$ cat config.mk
export PLATFORM = sky130hd
export DESIGN_NAME = channel_readout_top
export DESIGN_NICKNAME = d
export VERILOG_FILES = /design/src/hw/readout_pkg.sv /design/src/hw/burst_fifo.sv /design/src/hw/burst_width_converter.sv /design/src/hw/fill_readout_ctrl.sv /design/src/hw/link_tx_mux.sv /design/src/hw/status_led.sv /design/src/hw/channel_readout_top.sv
export SDC_FILE = /design/constraint.sdc
export NUM_CORES = 2
export LEC_CHECK = 0
export CORE_ASPECT_RATIO = 0.5
export CORE_UTILIZATION = 35
export DETAILED_ROUTE_END_ITERATION = 10
export DONT_BUFFER_PORTS = 1
export GPL_TIMING_DRIVEN = 0
export HOLD_SLACK_MARGIN = 0.06
export PLACE_DENSITY = 0.48
export SYNTH_ARGS = -nofsm -noshare
export SYNTH_HDL_FRONTEND = slang
export SYNTH_SLANG_ARGS = --single-unit
$ cat constraint.sdc
create_clock -name clk125 -period 12.75 [get_ports clk125]
set_input_delay 0.6375 -clock clk125 [delete_from_list [all_inputs] [get_ports clk125]]
set_output_delay 0.6375 -clock clk125 [all_outputs]
set_load 0.005 [all_outputs]
$ cat src/hw/readout_pkg.sv
package readout_pkg;

  //////////////////////////////////////////////////////////////////////
  // stream widths
  //////////////////////////////////////////////////////////////////////

  localparam int burst_width     = 128;              // one memory burst from the reader
  localparam int link_width      = 32;               // one word on the transmit link
  localparam int words_per_burst = burst_width / link_width;  // 4 link words per burst
  localparam int word_sel_width  = 2;                // index of a word inside a burst

  //////////////////////////////////////////////////////////////////////
  // fill readout sequencing
  //////////////////////////////////////////////////////////////////////

  // the link carries command responses in fill_idle and fill_drain_cmd
  // and carries fill data only in fill_send
  typedef enum logic [1:0] {
    fill_idle      = 2'd0,   // command responses own the link
    fill_drain_cmd = 2'd1,   // fill requested, waiting for the open command frame to end
    fill_send      = 2'd2    // fill data owns the link until its last word
  } fill_state_e;

endpackage

$ cat src/hw/burst_fifo.sv
`timescale 1ns/1ps

module burst_fifo #(
  parameter int fifo_depth        = 16,    // number of bursts held
  parameter int almost_full_level = 12     // count at which almost_full rises
) (
  input  logic                            clk125,
  input  logic                            rst_n,
  input  logic [readout_pkg::burst_width-1:0] wr_data,   // burst from the memory reader
  input  logic                            wr_last,       // final burst of a fill
  input  logic                            wr_en,         // write strobe, no ready
  input  logic                            rd_ready,      // converter takes the head burst
  output logic [readout_pkg::burst_width-1:0] rd_data,   // head burst
  output logic                            rd_last,       // last flag of the head burst
  output logic                            rd_valid,      // head burst present
  output logic                            almost_full    // registered, tells the reader to stop
);
  import readout_pkg::*;

  localparam int ptr_width = (fifo_depth > 1) ? $clog2(fifo_depth) : 1;
  localparam int cnt_width = $clog2(fifo_depth + 1);

  logic [burst_width-1:0] data_mem [fifo_depth];   // burst storage
  logic                   last_mem [fifo_depth];   // last flag per entry
  logic [ptr_width-1:0]   wr_ptr;
  logic [ptr_width-1:0]   rd_ptr;
  logic [cnt_width-1:0]   count;                   // occupancy
  logic                   full;
  logic                   wr_ok;                   // write actually stored
  logic                   rd_ok;                   // head actually removed

  assign full     = (count == cnt_width'(fifo_depth));
  assign wr_ok    = wr_en && !full;               // write into a full fifo is dropped
  assign rd_valid = (count != '0);
  assign rd_ok    = rd_valid && rd_ready;
  assign rd_data  = data_mem[rd_ptr];              // head shows the cycle after its write
  assign rd_last  = last_mem[rd_ptr];

  //////////////////////////////////////////////////////////////////////
  // storage
  //////////////////////////////////////////////////////////////////////

  always_ff @(posedge clk125) begin
    if (wr_ok) begin
      data_mem[wr_ptr] <= wr_data;
      last_mem[wr_ptr] <= wr_last;
    end
  end

  //////////////////////////////////////////////////////////////////////
  // pointers, count and almost-full flag
  //////////////////////////////////////////////////////////////////////

  always_ff @(posedge clk125) begin
    if (!rst_n) begin
      wr_ptr      <= '0;
      rd_ptr      <= '0;
      count       <= '0;
      almost_full <= 1'b0;
    end else begin
      if (wr_ok) begin
        wr_ptr <= (wr_ptr == ptr_width'(fifo_depth - 1)) ? '0 : wr_ptr + 1'b1;  // wrap
      end
      if (rd_ok) begin
        rd_ptr <= (rd_ptr == ptr_width'(fifo_depth - 1)) ? '0 : rd_ptr + 1'b1;
      end
      case ({wr_ok, rd_ok})
        2'b10:   count <= count + 1'b1;
        2'b01:   count <= count - 1'b1;
        default: count <= count;                   // none or both
      endcase
      almost_full <= (count >= cnt_width'(almost_full_level));  // one cycle behind count
    end
  end

endmodule

$ cat src/hw/burst_width_converter.sv
`timescale 1ns/1ps

module burst_width_converter (
  input  logic                                clk125,
  input  logic                                rst_n,
  input  logic [readout_pkg::burst_width-1:0] burst_data,   // head burst from the fifo
  input  logic                                burst_last,   // burst ends a fill
  input  logic                                burst_valid,
  input  logic                                word_ready,   // mux takes the current word
  output logic                                burst_ready,  // converter loads a burst
  output logic [readout_pkg::link_width-1:0]  word_data,
  output logic                                word_last,    // last word of the fill
  output logic                                word_valid
);
  import readout_pkg::*;

  localparam logic [word_sel_width-1:0] last_sel = word_sel_width'(words_per_burst - 1);

  logic [burst_width-1:0]    burst_q;    // burst being sent
  logic                      last_q;     // held burst is the final one
  logic [word_sel_width-1:0] word_sel;   // word being presented, lsw first
  logic                      word_fire;  // word accepted this cycle
  logic                      load;       // burst taken this cycle

  assign word_fire   = word_valid && word_ready;
  // empty, or about to hand over the last word of the held burst
  assign burst_ready = !word_valid || (word_fire && (word_sel == last_sel));
  assign load        = burst_ready && burst_valid;

  assign word_data = burst_q[word_sel * link_width +: link_width];
  assign word_last = last_q && (word_sel == last_sel);   // only word 3 of a last burst

  //////////////////////////////////////////////////////////////////////
  // payload register
  //////////////////////////////////////////////////////////////////////

  always_ff @(posedge clk125) begin
    if (load) begin
      burst_q <= burst_data;
      last_q  <= burst_last;
    end
  end

  //////////////////////////////////////////////////////////////////////
  // word sequencing
  //////////////////////////////////////////////////////////////////////

  always_ff @(posedge clk125) begin
    if (!rst_n) begin
      word_valid <= 1'b0;
      word_sel   <= '0;
    end else if (load) begin
      word_valid <= 1'b1;             // next burst follows with no gap
      word_sel   <= '0;
    end else if (word_fire) begin
      if (word_sel == last_sel) begin
        word_valid <= 1'b0;           // fifo was empty, go idle
        word_sel   <= '0;
      end else begin
        word_sel <= word_sel + 1'b1;  // step to next word
      end
    end
  end

endmodule

$ cat src/hw/fill_readout_ctrl.sv
`timescale 1ns/1ps

module fill_readout_ctrl (
  input  logic clk125,
  input  logic rst_n,
  input  logic fill_start,     // one-cycle request from the master
  input  logic cmd_accept,     // command beat went out on the link
  input  logic fill_accept,    // fill word went out on the link
  input  logic accept_last,    // accepted beat carried last
  output logic use_fill_data,  // link source select to the mux
  output logic reading_done,   // pulse after the last fill word
  output logic fill_busy       // a fill is pending or being sent
);
  import readout_pkg::*;

  fill_state_e state;
  fill_state_e state_next;
  logic        cmd_open;        // command frame started but not finished
  logic        cmd_open_next;   // includes this cycle's accepted beat
  logic        fill_end;        // last fill word accepted

  assign cmd_open_next = cmd_accept ? !accept_last : cmd_open;
  assign fill_end      = (state == fill_send) && fill_accept && accept_last;

  assign use_fill_data = (state == fill_send);
  assign fill_busy     = (state != fill_idle);

  //////////////////////////////////////////////////////////////////////
  // next state
  //////////////////////////////////////////////////////////////////////

  always_comb begin
    state_next = state;
    case (state)
      fill_idle: begin
        if (fill_start) begin
          state_next = cmd_open_next ? fill_drain_cmd : fill_send;  // never cut a frame
        end
      end
      fill_drain_cmd: begin
        if (cmd_accept && accept_last) begin
          state_next = fill_send;     // switch right after the closing beat
        end
      end
      fill_send: begin
        if (fill_end) begin
          state_next = fill_idle;
        end
      end
      default: state_next = fill_idle;
    endcase
  end

  always_ff @(posedge clk125) begin
    if (!rst_n) begin
      state        <= fill_idle;
      cmd_open     <= 1'b0;
      reading_done <= 1'b0;
    end else begin
      state        <= state_next;
      cmd_open     <= cmd_open_next;
      reading_done <= fill_end;      // one cycle after the last word
    end
  end

endmodule

$ cat src/hw/link_tx_mux.sv
`timescale 1ns/1ps

module link_tx_mux (
  input  logic                               clk125,
  input  logic                               rst_n,
  input  logic                               readout_pause,  // async level from the master
  input  logic                               use_fill_data,  // 1 selects the fill stream
  input  logic [readout_pkg::link_width-1:0] cmd_data,
  input  logic                               cmd_valid,
  input  logic                               cmd_last,
  input  logic [readout_pkg::link_width-1:0] fill_data,
  input  logic                               fill_valid,
  input  logic                               fill_last,
  input  logic                               tx_ready,
  output logic                               cmd_ready,
  output logic                               fill_ready,
  output logic [readout_pkg::link_width-1:0] tx_data,
  output logic                               tx_valid,
  output logic                               tx_last,
  output logic                               cmd_accept,     // command beat transferred
  output logic                               fill_accept,    // fill word transferred
  output logic                               accept_last     // transferred beat had last
);

  logic pause_s1;     // first sync stage
  logic pause_s2;     // synchronized pause
  logic link_ready;   // link takes a beat when not paused

  //////////////////////////////////////////////////////////////////////
  // pause synchronizer
  //////////////////////////////////////////////////////////////////////

  always_ff @(posedge clk125) begin
    if (!rst_n) begin
      pause_s1 <= 1'b1;               // link comes out of reset paused
      pause_s2 <= 1'b1;
    end else begin
      pause_s1 <= readout_pause;
      pause_s2 <= pause_s1;
    end
  end

  assign link_ready = tx_ready && !pause_s2;

  assign tx_data  = use_fill_data ? fill_data : cmd_data;
  assign tx_last  = use_fill_data ? fill_last : cmd_last;
  assign tx_valid = (use_fill_data ? fill_valid : cmd_valid) && !pause_s2;

  assign fill_ready = use_fill_data && link_ready;    // inactive source sees ready low
  assign cmd_ready  = !use_fill_data && link_ready;

  assign fill_accept = fill_valid && fill_ready;
  assign cmd_accept  = cmd_valid && cmd_ready;
  assign accept_last = tx_last;

endmodule

$ cat src/hw/status_led.sv
`timescale 1ns/1ps

module status_led #(
  parameter int blink_bit = 22          // counter bit that drives the blink
) (
  input  logic clk125,
  input  logic rst_n,
  input  logic link_up,                 // serial link is up
  input  logic fill_busy,               // fill readout in progress
  output logic red_led,
  output logic green_led
);

  logic [blink_bit:0] blink_cnt;        // free-running, top bit is the blink

  //////////////////////////////////////////////////////////////////////
  // blink counter
  //////////////////////////////////////////////////////////////////////

  always_ff @(posedge clk125) begin
    if (!rst_n) begin
      blink_cnt <= '0;
    end else begin
      blink_cnt <= blink_cnt + 1'b1;    // wraps freely
    end
  end

  //////////////////////////////////////////////////////////////////////
  // led drive
  //////////////////////////////////////////////////////////////////////

  always_ff @(posedge clk125) begin
    if (!rst_n) begin
      red_led   <= 1'b0;
      green_led <= 1'b0;
    end else begin
      red_led <= !link_up;              // red means no link
      if (!link_up) begin
        green_led <= 1'b0;
      end else if (fill_busy) begin
        green_led <= blink_cnt[blink_bit];  // blinks during readout
      end else begin
        green_led <= 1'b1;              // steady when idle
      end
    end
  end

endmodule

$ cat src/hw/channel_readout_top.sv
`timescale 1ns/1ps

module channel_readout_top #(
  parameter int fifo_depth        = 16,   // bursts in the read fifo
  parameter int almost_full_level = 12,   // throttle point for the memory reader
  parameter int blink_bit         = 22    // led blink rate
) (
  input  logic                                clk125,
  input  logic                                rst_n,
  // memory reader
  input  logic [readout_pkg::burst_width-1:0] mem_data,
  input  logic                                mem_valid,
  input  logic                                mem_last,
  output logic                                mem_almost_full,
  // command responses
  input  logic [readout_pkg::link_width-1:0]  cmd_data,
  input  logic                                cmd_valid,
  input  logic                                cmd_last,
  output logic                                cmd_ready,
  // link transmit
  output logic [readout_pkg::link_width-1:0]  tx_data,
  output logic                                tx_valid,
  output logic                                tx_last,
  input  logic                                tx_ready,
  // controls and status
  input  logic                                fill_start,
  input  logic                                readout_pause,
  input  logic                                link_up,
  output logic                                reading_done,
  output logic                                red_led,
  output logic                                green_led
);
  import readout_pkg::*;

  logic [burst_width-1:0] fifo_rd_data;   // head burst to the converter
  logic                   fifo_rd_last;
  logic                   fifo_rd_valid;
  logic                   fifo_rd_ready;
  logic [link_width-1:0]  fill_data;      // 32-bit fill words to the mux
  logic                   fill_valid;
  logic                   fill_last;
  logic                   fill_ready;
  logic                   use_fill_data;  // link source select
  logic                   cmd_accept;
  logic                   fill_accept;
  logic                   accept_last;
  logic                   fill_busy;

  //////////////////////////////////////////////////////////////////////
  // fill data path
  //////////////////////////////////////////////////////////////////////

  burst_fifo #(
    .fifo_depth        (fifo_depth),
    .almost_full_level (almost_full_level)
  ) fifo_i (
    .clk125      (clk125),
    .rst_n       (rst_n),
    .wr_data     (mem_data),
    .wr_last     (mem_last),
    .wr_en       (mem_valid),
    .rd_ready    (fifo_rd_ready),
    .rd_data     (fifo_rd_data),
    .rd_last     (fifo_rd_last),
    .rd_valid    (fifo_rd_valid),
    .almost_full (mem_almost_full)
  );

  burst_width_converter conv_i (
    .clk125      (clk125),
    .rst_n       (rst_n),
    .burst_data  (fifo_rd_data),
    .burst_last  (fifo_rd_last),
    .burst_valid (fifo_rd_valid),
    .word_ready  (fill_ready),
    .burst_ready (fifo_rd_ready),
    .word_data   (fill_data),
    .word_last   (fill_last),
    .word_valid  (fill_valid)
  );

  //////////////////////////////////////////////////////////////////////
  // link arbitration and status
  //////////////////////////////////////////////////////////////////////

  link_tx_mux mux_i (
    .clk125        (clk125),
    .rst_n         (rst_n),
    .readout_pause (readout_pause),
    .use_fill_data (use_fill_data),
    .cmd_data      (cmd_data),
    .cmd_valid     (cmd_valid),
    .cmd_last      (cmd_last),
    .fill_data     (fill_data),
    .fill_valid    (fill_valid),
    .fill_last     (fill_last),
    .tx_ready      (tx_ready),
    .cmd_ready     (cmd_ready),
    .fill_ready    (fill_ready),
    .tx_data       (tx_data),
    .tx_valid      (tx_valid),
    .tx_last       (tx_last),
    .cmd_accept    (cmd_accept),
    .fill_accept   (fill_accept),
    .accept_last   (accept_last)
  );

  fill_readout_ctrl ctrl_i (
    .clk125        (clk125),
    .rst_n         (rst_n),
    .fill_start    (fill_start),
    .cmd_accept    (cmd_accept),
    .fill_accept   (fill_accept),
    .accept_last   (accept_last),
    .use_fill_data (use_fill_data),
    .reading_done  (reading_done),
    .fill_busy     (fill_busy)
  );

  status_led #(
    .blink_bit (blink_bit)
  ) led_i (
    .clk125    (clk125),
    .rst_n     (rst_n),
    .link_up   (link_up),
    .fill_busy (fill_busy),
    .red_led   (red_led),
    .green_led (green_led)
  );

endmodule

* Word level (Yosys, flattened, before mapping)
Memory sizes are Yosys's and may differ from the RTL's. A register that Yosys moved wholly into a read port is not among the register bits.
Cells that the tools add are included.
** Cells by class
- Mux-type cells :: 19
- Shift operators :: 1
- Order comparisons :: 1
- $add $sub $neg :: 6
- Bitwise logic cells :: 1
- Equal/unequal tests :: 11
- Reductions and logical operators :: 30
** Operator list (count)
- $shiftx A128 B8 Y32 :: 1
- $mux W32 :: 1
- $add A23 B1 Y23 const B :: 1
- $logic_and A1 B1 Y1 :: 13
- $mux W2 :: 5
- $pmux W5 S2 :: 1
- $mux W1 :: 9
- $add A4 B1 Y4 const B :: 2
- $eq A4 B4 Y1 const B :: 2
- $mux W4 :: 2
- $reduce_bool A2 Y1 :: 4
- $eq A2 B2 Y1 const B :: 3
- $logic_not A1 Y1 :: 6
- $pmux W2 S3 :: 1
- $add A5 B1 Y5 const B :: 1
- $eq A5 B5 Y1 const B :: 1
- $ge A5 B4 Y1 const B :: 1
- $reduce_bool A5 Y1 :: 1
- $sub A5 B1 Y5 const B :: 1
- $eq A2 B1 Y1 const B :: 2
- $ne A2 B1 Y1 const B :: 2
- $reduce_and A2 Y1 :: 2
- $reduce_and A3 Y1 :: 1
- $add A2 B1 Y2 const B :: 1
- other kinds (5) :: 5
** Word-level totals
- Memories :: 2
- Bits in registers :: 48
- Logic and storage cells :: 85
- Input port bits :: 170
- Memory bits (writable) :: 2064
- Output and inout bits :: 39
** Memory list
- fifo_i.data_mem :: words 16, width 128, read ports 1, clocked after Yosys merged registers in 1, wr ports 1, RTL line burst_fifo.sv:23 : logic [burst_width-1:0] data_mem [fifo_depth];
- fifo_i.last_mem :: words 16, width 1, read ports 1, clocked after Yosys merged registers in 1, wr ports 1, RTL line burst_fifo.sv:24 : logic last_mem [fifo_depth];

* Longest topological paths before layout
- Depth after elaboration :: 9
- Depth in mapped cells :: 12
- Mapped depth without buffers :: 10

* Modules after synthesis
Synthesis repeated with hierarchy kept, for this count alone.
** Second synthesis, totals
- Cells, all modules :: 3662
- Area, all modules :: 84613.7 um^2
** Modules (own cells, without submodules)
- burst_fifo :: area each 77899.7 um^2, seq. area each 62339.8 um^2, instances 1, cells each 3285
- burst_width_converter :: area each 4832.1 um^2, seq. area each 3933.8 um^2, instances 1, cells each 186
- status_led :: area each 1072.3 um^2, seq. area each 500.5 um^2, instances 1, cells each 122
- link_tx_mux :: area each 639.4 um^2, seq. area each 40.0 um^2, instances 1, cells each 51
- fill_readout_ctrl :: area each 170.2 um^2, seq. area each 80.1 um^2, instances 1, cells each 18

* Worst setup path before layout
No wires, ideal clock.
- Path type :: input to register
- Start point :: in mem_valid
- End point :: mem fifo_i.data_mem[0][0] (enable)
- Setup slack :: 2.303 ns
- Cell stages on the path :: 3
- Data required time :: 11.975 ns
- Data arrival time :: 9.672 ns
- Setup time :: 0.775 ns
- Buffers on the path :: 0
- Path through :: o21a_1 nand2_1 nor3_1
** Between the ends
- Cells in the longest elaborated chain, start to end :: 3
** RTL lines
- start, declared :: RTL line channel_readout_top.sv:12 : input logic mem_valid,
- $logic_and A1 B1 Y1 :: RTL line burst_fifo.sv:33 : assign wr_ok = wr_en && !full;
- $mux W1 :: RTL line burst_fifo.sv:44 : if (wr_ok) begin
- $mux W1 (implied by the code) :: RTL line burst_fifo.sv:45 : data_mem[wr_ptr] <= wr_data;
- end, declared :: RTL line burst_fifo.sv:23
No other way between the ends.

==> results.ini <==
[logic_synthesis]
avgSynthCellArea_um2 = 22.7
synth_edf_count = 2193
synth_cells = 3712
yosys_warnings = 0
syn_area_um2 = 84200
synthDistinctLibCells = 49
async_flop_share_pct = 0
syn_nets = 3892
synth-seq-cells = 2241
synth_ff_type = edfxtp_1
yosysSeqAreaShare_pct = 79.3

[placed_design]
place_ws_ns = 8.19
gp_congestion = 0.752
post-dp-hpwl_mm = 160
io_buffers = 0

[route]
num_vias = 40800
wl_mm = 238
drtIter0Drc = 4427
drtPass1Iterations = 6
routedWlPerCell_um = 31.3
ant_nets = 0
drc = 0
via_per_inst = 5.38

[worst_setup_path]
crit_required_ns = 13.19
crit_fanout = 10
path_buf_inv = 4
critical_path.top_delay_family = buffers and inverters
path_common_cell = clkbuf_1
startpoint = fifo_i.rd_ptr[1]
ff2ff_setup_slack_ns = 8.18
crit_type = reg2reg
critPathLaunchType = flop
timing.rr.start = fifo_i.rd_ptr[1]
crit_arrival_ns = 5.01
crit_slowest_cell = clkbuf_1
r2r-end = conv_i.burst_q[76]
path_cells = clkbuf_1, buf_2, clkbuf_1, buf_1, mux4_2, a22oi_1, nand2_1
critical-path-max-stage-delay_ns = 1.10
reg2reg_depth = 7
end_kind = flop

[grt]
antenna_found_initial = 53
grt_use_met1_pct = 27.8
grt_most_used_layer = met2
first_global_vias = 41800
overflow = 0
grt_pass1_wl_mm = 332
grt_use_total_pct = 19.6
met2_usage_pct = 32.3
grt_start_max_net_pins = 32
grtUsageMet3_pct = 2.83

[min_path]
hold_path_depth = 3
hold_path.class = in2reg
hp-start = cmd_valid
min_to = ctrl_i.state[1]

[clock_network]
cts_max_level = 4
insertion_delay_ns = 0.84
tritoncts = done
clk_pin_slew_ns = 0.06
clk_path_buf_depth = 4
root_buffer = clkbuf_16
cts_made_buffers = 216
cts.sink_count = 2241
cts_resized = 0

[final_layout]
final_cell_mix = edfxtp_1 (2193), mux4_2 (548), a22oi_1 (258)
nets = 4410
final_common_cell = edfxtp_1
syn2layout_area_growth_pct = 17.3
drive_above_1_share_pct = 24.5

[flow_run]
max-cap-violations = 0

[die]
die_h_um = 349
die_area_um2 = 243000
pin_count = 209
start_util_pct = 35.5
die_w_um = 696
row_count = 126
core_um2 = 238000

[sta]
max_freq_mhz = 219
period_needed_ns = 4.57
drv_slew = 0
fin_crit_sh_pct = 35.8
rsz0062_at_grt = false
worst_slack_ns = 8.18
finalHoldViolCount = 0
worstMarginPinSlew_ns = 1.46
finalClockSkew_ns = 0.0355
slew_headroom_pct = 2.76
setup_viol = 0

[pwr]
peakVddDrop_mv = 0.114
powerDensity_nw_per_um2 = 188
leakagePower_uw = 0.0305
total_power_uw = 18600

[status]
outcome = completed

==> how the worst max path moves through the flow <==
stage	end	slack, ns	cells past startpoint
global route	conv_i.burst_q[76]	8.19	7
global placement	fifo_i.data_mem[2][102]	-10.81	4
floorplan	fifo_i.data_mem[0][0]	2.30	3
finish	conv_i.burst_q[76]	8.18	7
CTS	conv_i.burst_q[76]	8.16	7
detailed placement	conv_i.burst_q[76]	8.19	7
==> timing repair <==
action                                 4_1_cts  5_1_grt
endpoints found under the hold margin     2070        0
hold buffers                               136        0
buffers inserted                             0        0
==> power by group <==
| group | total [uW] | internal (uW) | switching (uW) | leakage, uW |
|---|---|---|---|---|
| logic | 3660 | 1460 | 2200 | 0.00709 |
| clock network | 5950 | 3280 | 2660 | 0.00311 |
| registers | 8990 | 8680 | 315 | 0.0203 |
==> sequential cells by signal, indices dropped and copies added (netlist names), 2 cells and up <==
signal,flops
ctrl_i.state,2
led_i.blink_cnt,23
fifo_i.count,5
conv_i.word_sel,2
fifo_i.rd_ptr,4
fifo_i.wr_ptr,4
conv_i.burst_q,128
fifo_i.data_mem,2048
fifo_i.last_mem,16
==> Yosys cell counts, types with 2 or more instances <==
master | n | area (um^2)
a32oi_1 | 2 | 17.5
o31ai_1 | 7 | 52.6
a22oi_1 | 258 | 1940
o21a_1 | 4 | 30.0
ha_1 | 10 | 125
nor2_1 | 37 | 139
a211oi_1 | 2 | 15.0
dfxtp_1 | 48 | 961
nand2b_1 | 8 | 50.1
or4_1 | 8 | 60.1
nor4b_1 | 2 | 17.5
clkbuf_1 | 112 | 420
nand4_1 | 3 | 18.8
nor4_1 | 3 | 18.8
nand2_1 | 253 | 950
xor2_1 | 9 | 78.8
a31oi_1 | 3 | 18.8
edfxtp_1 | 2193 | 65900
nand4_2 | 2 | 25.0
and4_1 | 2 | 17.5
buf_1 | 31 | 116
and3_1 | 2 | 12.5
nor3_1 | 15 | 75.1
and2_1 | 4 | 25.0
buf_2 | 59 | 295
or3_1 | 4 | 25.0
mux4_2 | 548 | 12300
xnor2_1 | 8 | 70.1
nor2b_1 | 4 | 25.0
a21oi_1 | 19 | 95.1
mux2i_1 | 6 | 60.1
inv_1 | 11 | 41.3
o21ai_0 | 8 | 40.0
nand3_1 | 12 | 60.1
==> routing by layer <==
layer	vias to the layer above	share of wire, %
met5	-	0.037
met4	12	2.0
met3	302	5.6
met2	1254	49
met1	22500	44
li1	16800	-
==> cell families (layout without fill, tap and decap cells) <==
| kind of cell | count (synthesis) | after routing | share of synthesized area (%) |
|---|---|---|---|
| AO/OA/AOI/OAI | 311 | 311 | 2.70 |
| XOR/XNOR | 17 | 17 | 0.177 |
| adder cells (fa/ha/maj) | 10 | 10 | 0.149 |
| buffers and inverters | 214 | 880 | 1.05 |
| flip-flops | 2241 | 2241 | 79.3 |
| multiplexers | 555 | 555 | 14.7 |
| other | 0 | 11 | 0 |
| AND/OR/NAND/NOR | 364 | 364 | 1.86 |
==> per-stage QoR <==
step                cell area, um^2  hold slack (ns)  setup TNS, ns  util [%]  instances
floorplan                     84200            0.386              0         -       3712
global placement              88200            0.402       -9315.16      37.1       6912
detailed placement            91100            0.402              0      38.3       7076
CTS                           98800           0.0664              0      41.6       7578
global route                  98800            0.151              0      41.6       7582
finish                        98800            0.135              0      41.6       7589
==> worst min-delay path: cells and delay by family <==
kind	cells	cell delay [ns]
compound gates	3	0.29
==> cell type report <==
| class | count | area [um^2] |
|---|---|---|
| multi-input cells | 1257 | 16600 |
| well taps | 3200 | 4000 |
| plain buffers | 203 | 853 |
| fillers | 20600 | 139000 |
| clock buffers | 267 | 5670 |
| inverters | 11 | 41.3 |
| diodes | 11 | 27.5 |
| clock inverters | 99 | 648 |
| flip-flops and latches | 2241 | 66800 |
| repair buffers | 300 | 4080 |
Power figures use the tool's default switching activity.
